## src/source/interconnect_settings.svh

```systemverilog
`ifndef INTERCONNECT_SETTINGS_SVH
`define INTERCONNECT_SETTINGS_SVH

// ========================================
// master side
// ========================================
`define NUM_MASTERS         4
`define MASTER_INDEX_WIDTH  2   // bits to encode a master index

// ========================================
// slave side
// ========================================
`define NUM_SLAVES          4
`define SLAVE_INDEX_WIDTH   2   // bits to encode a slave index

// request id as driven by a master, before the index tag
`define ID_WIDTH            1

`define ADDR_WIDTH          32

`endif

```

## src/source/axiAddrPkg.sv

```systemverilog
`default_nettype none
`include "interconnect_settings.svh"

package axiAddrPkg;

	// field types of one address channel
	typedef logic [`ID_WIDTH-1:0]                      idT;
	typedef logic [`MASTER_INDEX_WIDTH+`ID_WIDTH-1:0]  masterIdT;  // master index above the id
	typedef logic [`ADDR_WIDTH-1:0]                    addrT;
	typedef logic [7:0]                                lenT;       // beats minus one
	typedef logic [2:0]                                sizeT;
	typedef logic [1:0]                                burstT;
	typedef logic [1:0]                                lockT;
	typedef logic [3:0]                                cacheT;
	typedef logic [2:0]                                protT;
	typedef logic [3:0]                                qosT;

	// request as presented by one master
	typedef struct packed {
		idT     id;
		addrT   addr;
		lenT    len;
		sizeT   size;
		burstT  burst;
		lockT   lock;
		cacheT  cache;
		protT   prot;
		qosT    qos;
	} masterReqT;

	// request as seen on the slave bus, id widened by the source index
	typedef struct packed {
		masterIdT  id;
		addrT      addr;
		lenT       len;
		sizeT      size;
		burstT     burst;
		lockT      lock;
		cacheT     cache;
		protT      prot;
		qosT       qos;
	} slaveReqT;

endpackage

`default_nettype wire

```

## src/source/routePkg.sv

```systemverilog
`default_nettype none
`include "interconnect_settings.svh"

package routePkg;

	// encoded port numbers
	typedef logic [`MASTER_INDEX_WIDTH-1:0]  masterIndexT;
	typedef logic [`SLAVE_INDEX_WIDTH-1:0]   slaveIndexT;

	// one bit per port
	typedef logic [`NUM_MASTERS-1:0]  masterMaskT;
	typedef logic [`NUM_SLAVES-1:0]   slaveMaskT;

	// ========================================
	// route record pushed to the data-path fifo
	// ========================================
	typedef struct packed {
		axiAddrPkg::masterIdT  srcPort;   // tagged id, routes the response back
		slaveIndexT            destPort;  // slave the request went to
	} routeRecordT;

endpackage

`default_nettype wire

```

## src/source/requestSelect.sv

```systemverilog
`timescale 1ns/1ps
`default_nettype none
`include "interconnect_settings.svh"

module requestSelect
(
	input  wire routePkg::masterIndexT                      i_requestorSelEnc,
	input  wire axiAddrPkg::masterReqT [`NUM_MASTERS-1:0]  i_masterReq,
	input  wire routePkg::slaveIndexT [`NUM_MASTERS-1:0]   i_targetSlave,
	output axiAddrPkg::slaveReqT                            o_selReq,
	output routePkg::slaveIndexT                            o_selTarget
);

	// every encodable index gets a slot, missing masters read as zero
	localparam int MASTER_SLOTS = 1 << `MASTER_INDEX_WIDTH;

	wire axiAddrPkg::masterReqT [MASTER_SLOTS-1:0]  paddedReq;
	wire routePkg::slaveIndexT [MASTER_SLOTS-1:0]   paddedTarget;
	axiAddrPkg::masterReqT                          grantedReq;

	// ========================================
	// pad the master arrays
	// ========================================
	genvar slot;
	generate
		for (slot = 0; slot < MASTER_SLOTS; slot++)
		begin : g_pad
			if (slot < `NUM_MASTERS)
			begin : g_live
				assign paddedReq[slot]    = i_masterReq[slot];
				assign paddedTarget[slot] = i_targetSlave[slot];
			end
			else
			begin : g_empty
				assign paddedReq[slot]    = '0;
				assign paddedTarget[slot] = '0;
			end
		end
	endgenerate

	// ========================================
	// pick the granted master
	// ========================================
	assign grantedReq  = paddedReq[i_requestorSelEnc];
	assign o_selTarget = paddedTarget[i_requestorSelEnc];  // decoded target of that master

	always_comb
	begin
		o_selReq.id    = {i_requestorSelEnc, grantedReq.id};  // tag for the response path
		o_selReq.addr  = grantedReq.addr;
		o_selReq.len   = grantedReq.len;
		o_selReq.size  = grantedReq.size;
		o_selReq.burst = grantedReq.burst;
		o_selReq.lock  = grantedReq.lock;
		o_selReq.cache = grantedReq.cache;
		o_selReq.prot  = grantedReq.prot;
		o_selReq.qos   = grantedReq.qos;
	end

endmodule

`default_nettype wire

```

## src/source/addrStage.sv

```systemverilog
`timescale 1ns/1ps
`default_nettype none

module addrStage
(
	input  wire                        sysClk,
	input  wire                        sysReset,             // active low, async

	input  wire                        i_requestorSelValid,  // grant present this cycle
	input  wire axiAddrPkg::slaveReqT  i_selReq,
	input  wire routePkg::slaveIndexT  i_selTarget,
	input  wire                        i_slaveAccept,        // target took the request

	output axiAddrPkg::slaveReqT       o_slaveReq,           // broadcast to every slave
	output routePkg::slaveMaskT        o_slaveValid          // one-hot at the target
);

	routePkg::slaveMaskT  targetMask;
	logic                 raiseValid;

	// one-hot of the requested slave
	assign targetMask = routePkg::slaveMaskT'(1) << i_selTarget;

	// a request just accepted must not be presented again
	assign raiseValid = i_requestorSelValid & ~i_slaveAccept;

	// ========================================
	// slave address bus
	// ========================================
	always_ff @(posedge sysClk or negedge sysReset)
	begin
		if (!sysReset)
		begin
			o_slaveReq <= '0;
		end
		else if (i_requestorSelValid)
		begin
			o_slaveReq <= i_selReq;  // follow the granted master
		end
		// no grant, bus keeps the last request
	end

	// ========================================
	// per-slave valid
	// ========================================
	// rebuilt every cycle, so it drops the cycle after acceptance
	// and stays up under back-pressure while the grant is held
	always_ff @(posedge sysClk or negedge sysReset)
	begin
		if (!sysReset)
		begin
			o_slaveValid <= '0;
		end
		else if (raiseValid)
		begin
			o_slaveValid <= targetMask;
		end
		else
		begin
			o_slaveValid <= '0;
		end
	end

endmodule

`default_nettype wire

```

## src/source/routeRecorder.sv

```systemverilog
`timescale 1ns/1ps
`default_nettype none

module routeRecorder
(
	input  wire                         sysClk,
	input  wire                         sysReset,
	input  wire                         i_requestorSelValid,
	input  wire routePkg::masterIndexT  i_requestorSelEnc,
	input  wire routePkg::slaveIndexT   i_selTarget,
	input  wire axiAddrPkg::slaveReqT   i_slaveReq,    // registered bus, id only used here
	input  wire routePkg::slaveMaskT    i_slaveValid,
	input  wire routePkg::slaveMaskT    i_slaveReady,

	output logic                        o_slaveAccept,
	output logic                        o_arbEnable,
	output routePkg::masterMaskT        o_masterReady,
	output logic                        o_dataFifoWr,
	output routePkg::routeRecordT       o_routeRecord
);

	// ========================================
	// handshake completion
	// ========================================
	// valid is one-hot, so ready elsewhere drops out of the match
	assign o_slaveAccept = |(i_slaveReady & i_slaveValid);
	assign o_arbEnable   = o_slaveAccept;  // arbiter may move on

	always_comb
	begin
		o_masterReady = '0;
		if (i_requestorSelValid && o_slaveAccept)
		begin
			o_masterReady = routePkg::masterMaskT'(1) << i_requestorSelEnc;
		end
	end

	// ========================================
	// route record for the data fifo
	// ========================================
	always_ff @(posedge sysClk or negedge sysReset)
	begin
		if (!sysReset)
		begin
			o_dataFifoWr  <= 1'b0;
			o_routeRecord <= '0;
		end
		else
		begin
			o_dataFifoWr <= o_slaveAccept;  // one push per accepted request
			if (o_slaveAccept)
			begin
				o_routeRecord.srcPort  <= i_slaveReq.id;
				o_routeRecord.destPort <= i_selTarget;
			end
		end
	end

endmodule

`default_nettype wire

```

## src/source/addrMuxController.sv

```systemverilog
`timescale 1ns/1ps
`default_nettype none
`include "interconnect_settings.svh"

module addrMuxController
(
	input  wire                                             sysClk,
	input  wire                                             sysReset,

	// arbiter
	input  wire                                             i_requestorSelValid,
	input  wire routePkg::masterIndexT                      i_requestorSelEnc,
	input  wire routePkg::slaveIndexT [`NUM_MASTERS-1:0]   i_targetSlave,
	output routePkg::masterMaskT                            o_masterReady,
	output logic                                            o_arbEnable,

	// masters
	input  wire axiAddrPkg::masterReqT [`NUM_MASTERS-1:0]  i_masterReq,

	// slaves
	input  wire routePkg::slaveMaskT                        i_slaveReady,
	output routePkg::slaveMaskT                             o_slaveValid,
	output axiAddrPkg::slaveReqT                            o_slaveReq,

	// data-path fifo
	output logic                                            o_dataFifoWr,
	output routePkg::routeRecordT                           o_routeRecord
);

	axiAddrPkg::slaveReqT  selReq;       // tagged request of the granted master
	routePkg::slaveIndexT  selTarget;
	logic                  slaveAccept;  // valid/ready match on the target

	// ========================================
	// request selection
	// ========================================
	requestSelect u_requestSelect
	(
		.i_requestorSelEnc (i_requestorSelEnc),
		.i_masterReq       (i_masterReq),
		.i_targetSlave     (i_targetSlave),
		.o_selReq          (selReq),
		.o_selTarget       (selTarget)
	);

	// ========================================
	// registered slave bus
	// ========================================
	addrStage u_addrStage
	(
		.sysClk              (sysClk),
		.sysReset            (sysReset),
		.i_requestorSelValid (i_requestorSelValid),
		.i_selReq            (selReq),
		.i_selTarget         (selTarget),
		.i_slaveAccept       (slaveAccept),
		.o_slaveReq          (o_slaveReq),
		.o_slaveValid        (o_slaveValid)
	);

	// ========================================
	// handshake and route log
	// ========================================
	routeRecorder u_routeRecorder
	(
		.sysClk              (sysClk),
		.sysReset            (sysReset),
		.i_requestorSelValid (i_requestorSelValid),
		.i_requestorSelEnc   (i_requestorSelEnc),
		.i_selTarget         (selTarget),
		.i_slaveReq          (o_slaveReq),
		.i_slaveValid        (o_slaveValid),
		.i_slaveReady        (i_slaveReady),
		.o_slaveAccept       (slaveAccept),
		.o_arbEnable         (o_arbEnable),
		.o_masterReady       (o_masterReady),
		.o_dataFifoWr        (o_dataFifoWr),
		.o_routeRecord       (o_routeRecord)
	);

endmodule

`default_nettype wire

```

## config.mk

```make
export PLATFORM = sky130hd
export DESIGN_NAME = addrMuxController
export DESIGN_NICKNAME = d
export VERILOG_FILES = /design/src/source/axiAddrPkg.sv /design/src/source/routePkg.sv /design/src/source/requestSelect.sv /design/src/source/addrStage.sv /design/src/source/routeRecorder.sv /design/src/source/addrMuxController.sv
export VERILOG_INCLUDE_DIRS = /design/src /design/src/source
export SDC_FILE = /design/constraint.sdc
export NUM_CORES = 1
export LEC_CHECK = 0
export ABC_AREA = 1
export BUFFER_PORTS_ARGS = -buffer_cell sky130_fd_sc_hd__buf_2
export CAP_MARGIN = 5
export CORE_MARGIN = 2
export CORE_UTILIZATION = 30
export CTS_BUF_LIST = sky130_fd_sc_hd__clkbuf_4 sky130_fd_sc_hd__clkbuf_8
export CTS_CLUSTER_DIAMETER = 50
export CTS_CLUSTER_SIZE = 16
export DETAILED_ROUTE_END_ITERATION = 7
export MAX_ROUTING_LAYER = met4
export SETUP_SLACK_MARGIN = 0.3
export SYNTH_ARGS = -nofsm -noshare
export SYNTH_HDL_FRONTEND = slang
export SYNTH_SLANG_ARGS = --single-unit
```

## constraint.sdc

```tcl
create_clock -name sysClk -period 1.3 [get_ports sysClk]
set_input_delay 0.065 -clock sysClk [delete_from_list [all_inputs] [get_ports sysClk]]
set_output_delay 0.065 -clock sysClk [all_outputs]
set_load 0.02 [all_outputs]
```

Yosys cells after proc, flatten, opt, wreduce, memory -nomap -nowiden
Index checks and enable logic that the tools add are counted. Widths: inputs -> output; s select.

$lt $le $gt $ge: 1. Shift operators: 2. Mux-type cells: 6. Bitwise operators: 3. Reductions and logical operators: 2.

Operators with widths (count): $bmux 59 s2 (1); $mux 59 (1); $mux 4 (2); $shl 1x2->4 const A (2); $and 4x4->4 (1); $bmux 2 s2 (1); $reduce_or 4->1 (1); $lt 2x3->1 const B (1); $mux 2 (1); $and 1x1->1 (1); $logic_and 1x1->1 (1); $not 1->1 (1).

Flip-flop bits (word level): 71. Bits of input ports: 253. Output and inout port bits: 76. Word-level logic and storage cells: 27.

Depth between registers and ports, before layout
Depth in word-level cells: 5. Gate-level depth with buffers: 9. Depth with buffers taken out: 7.

By module
From an unflattened synthesis, not the netlist that was laid out.

Cells, all modules: 1031. Area total of the unflattened synthesis: 5856.9 µm².

By module, submodules not included: requestSelect (instances 1, cells each 715, area each 2956.6 µm², seq. area each 0.0 µm²); addrStage (instances 1, cells each 273, area each 2558.7 µm², seq. area each 1626.6 µm²); routeRecorder (instances 1, cells each 43, area each 341.6 µm², seq. area each 150.1 µm²).

Worst setup path before layout
Ideal clock, no wire load.

Path kind: flip-flop to output port. Start: reg u_addrStage.o_slaveValid[3]. End: out o_masterReady[0]. Arrival: 1.356 ns. Data required time: 1.235 ns. Path slack: -0.121 ns. Cell stages (with the launch flop): 7. Path buffers: 0. Path through: dfrtp_1 > nand2_1 > nand2_1 > nor2_1 > inv_1 > nand2_1 > nor2_1.

Word-level cells in the longest chain between the ends: 4.

RTL lines: from (decl) (line addrStage.sv:15) `output routePkg::slaveMaskT o_slaveValid`; from (signal assigned) (line addrStage.sv:56) `o_slaveValid <= targetMask;`; $and 4x4->4 (line routeRecorder.sv:26) `assign o_slaveAccept = |(i_slaveReady & i_slaveValid);`; $reduce_or 4->1 (line routeRecorder.sv:26); named net o_arbEnable (line addrMuxController.sv:15) `output logic o_arbEnable,`; $logic_and 1x1->1 (line routeRecorder.sv:32) `if (i_requestorSelValid && o_slaveAccept)`; $mux 4 (line routeRecorder.sv:32); to (decl) (line addrMuxController.sv:14) `output routePkg::masterMaskT o_masterReady,`.

The timed path passes the listed nets, and every way through them passes these cells.

Final worst setup path
Start: reg u_addrStage.o_slaveValid[1]. End: out o_masterReady[2].

Word-level cells in the longest chain between the ends: 4.

RTL lines (line): $and 4x4->4 (routeRecorder.sv:26); $reduce_or 4->1 (routeRecorder.sv:26); $logic_and 1x1->1 (routeRecorder.sv:32); $mux 4 (routeRecorder.sv:32).

No other way between the ends.

==> results.json <==
{
  "run_status": "complete, but fails checks",
  "failed_checks": "setup timing",
  "port_buffers": 328,
  "worstPathCellList": "nand2_2 > nand2_2 > nor2_4 > inv_4 > nand2_8 > nor2_4 > buf_6",
  "flow.area_growth_from_synthesis_pct": 55.79,
  "worst_slew_pin_slew_ns": 0.4319,
  "achievable-frequency_mhz": 700.9,
  "placed_area_um2": 6989,
  "cts.sink_count": 71,
  "seq_area_frac_synth": 0.3557,
  "syn-mean-instance-area_um2": 5.459,
  "clockBufferDepth": 2,
  "tritonroute_pass_1_iters": 4,
  "grt_antenna_before_repair": 3,
  "routed_wirelength_mm": 18.14,
  "netlist_instances": 915,
  "worstPathRequired_ns": 1.24,
  "die_w_um": 133.0,
  "cap_viol_max_count": 0,
  "count_of_boundary_i_o_pins": 329,
  "count_of_distinct_cell_types_in_the_synthesized_netlist": 11,
  "layout-drive-gt1-share": 0.3320,
  "dieHeight_um": 133.0,
  "worstSetupEndpointType": "primary output",
  "startpoint_type": "flip-flop",
  "yosys_register_bits": 71,
  "fp.coreArea_um2": 16410,
  "reg2regPathDepth": 9,
  "min_delay_path_depth": 7,
  "ctsHtreeMaxLevel": 3,
  "worst_path_max_delay_cell": "dfrtp_2",
  "wire_length_of_the_first_global_routing_pass_mm": 28.56,
  "via_per_inst": 4.250,
  "wire_per_inst_um": 12.37,
  "rsz0062_at_grt": "true",
  "finalInstanceArea_um2": 7781,
  "synthesized_nets": 1168,
  "power.ir.vdd_worst_v": 0.0004709,
  "fin_nets": 1492,
  "final_min_period_over_clock_period": 1.098,
  "dr.first_iter.drc_count": 199,
  "p_total_uw": 7569,
  "worst-path-max-fanout": 4,
  "max_slew_margin": 0.7121,
  "setup_violations": 7,
  "final_core_utilization": 0.4743,
  "setup_tns_ns": -0.6212,
  "final-hold-violation-count": 0,
  "pwr_density_cell_nw_per_um2": 972.7,
  "final.setup.worst_slack_ns": -0.1268,
  "leakagePower_uw": 0.004952,
  "place_congestion": 0.8250,
  "post_synth_instance_area_um2": 4995,
  "first_global_vias": 5800,
  "worst_setup_hold_path_clk_slew_ns": 0.08,
  "grtUsageTotal": 0.2065,
  "cts-buffers-inserted": 9,
  "worstSetupPathType": "reg -> out",
  "grt_start_max_net_pins": 72,
  "synthesis.yosys.warnings": 0,
  "final_setup_skew_ns": 0.006004,
  "clock_insertion_delay_worst_skew_ns": 0.34,
  "initial_utilization": 0.3044,
  "drt_drc_violations_left": 0,
  "tritoncts": "built",
  "routed-via-count": 6235,
  "num_rows": 47,
  "globalRouteOverflowTotal": 0,
  "ctsRootBufferMaster": "clkbuf_8",
  "die_area_um2": 17700,
  "drtAntennaViolNets": 0,
  "place_hpwl_mm": 13.53,
  "period_minus_slack_ns": 1.427,
  "worst_hold_path_type": "in -> reg",
  "timing.final.max_slew_violations": 0,
  "cp_data_arrival_time_ns": 1.36,
  "cp_slowest_stage_delay_ns": 0.42
}
## state kept, by name, indices dropped and copies added, names as in the netlist
name                           flops
u_addrStage.o_slaveReq            61
u_addrStage.o_slaveValid           4
u_routeRecorder.o_dataFifoWr       1
u_routeRecorder.o_routeRecord      5
## power breakdown
| group | internal (uW) | total (uW) | switching [uW] |
|---|---|---|---|
| Combinational | 1250 | 2740 | 1490 |
| Sequential | 2490 | 2680 | 187 |
| Clock | 1280 | 2150 | 867 |
| Total | 5020 | 7570 | 2550 |
## final timing paths
| path | from | end | slack (ns) |
|---|---|---|---|
| setup / recovery | u_addrStage.o_slaveValid[1] | o_masterReady[2] | -0.13 |
| hold / removal | i_masterReq[6] | u_addrStage.o_slaveReq[6] | 0.09 |
| setup reg to reg | u_addrStage.o_slaveValid[1] | u_routeRecorder.o_routeRecord[4] | -0.01 |
| hold reg to reg | u_addrStage.o_slaveReq[38] | u_addrStage.o_slaveReq[38] | 0.48 |
| max in group asynchronous | sysReset | u_addrStage.o_slaveReq[44] | 0.71 |
| min in group asynchronous | sysReset | u_addrStage.o_slaveReq[55] | 0.29 |
## through the flow
stage | hold WS (ns) | setup slack [ns] | cells
4_1_cts | 0.06504 | -0.1591 | 1448
2_1_floorplan | -0.2306 | 0.2146 | 915
5_1_grt | 0.09911 | -0.2203 | 1467
3_5_place_dp | 0.1104 | 0.1677 | 1425
3_3_place_gp | 0.1064 | 0.1763 | 1425
6_report | 0.08977 | -0.1268 | 1467
## routing by layer
layer | vias to the layer above | routed length (um) | track usage
met1 | 2625 | 7699 | 0.2412
met2 | 230 | 8919 | 0.3613
li1 | 3361 | - | -
met3 | 19 | 1271 | 0.04444
met5 | - | 0 | -
met4 | 0 | 253 | 0.05137
## cell families (layout without fill, tap and decap cells)
logic type	after synthesis	in the layout	share of synthesized area
flip-flops	71	71	0.3557
AND/OR/NAND/NOR	782	782	0.5892
buffers and inverters	60	389	0.05311
other	0	3	0
AO/OA/AOI/OAI	2	2	0.002004
## synthesized netlist by cell type
master      n  area [um2]
inv_1       3       11.26
buf_1       5       18.77
clkbuf_1   20       75.07
buf_4       1       7.510
nand3_1     6       30.03
o21ai_0     2       10.01
dfrtp_1    71        1777
buf_2      29       145.1
inv_2       2       7.510
nand2_1   764        2868
nor2_1     12       45.04
## worst max-delay path: cells and delay by family (launching register included)
kind	cells	cell delay, ns
DFF	1	0.42
buffers and inverters	2	0.19
and+or+nand+nor	5	0.41
## final cells by class
type | instances | area, um2
antenna | 3 | 7.507
multi-input combinational | 784 | 3052
timing repair buffer | 368 | 2397
clock inverter | 7 | 120.1
inverter | 5 | 23.77
sequential | 71 | 1782
fill | 1771 | 8626
tap | 220 | 275.3
clock buffer | 9 | 123.9
## placed cells by master, fill, tap and decap left out, drive strengths merged
master,instances
buf,367
bufinv,3
clkbuf,9
clkinv,2
clkinvlp,1
dfrtp,71
diode,3
dlygate4sd3,1
inv,6
nand2,764
nand3,6
nor2,12
o21ai,2
## timing repair
item	4_1_cts	5_1_grt
gates resized for setup	27	95
pin swaps	2	6
hold endpoints to repair	71	0
cloned	0	0
hold buffers	1	0
endpoints found under the setup margin	18	64
setup buffers	6	16
No activity file was read; power rests on OpenSTA's default activity.
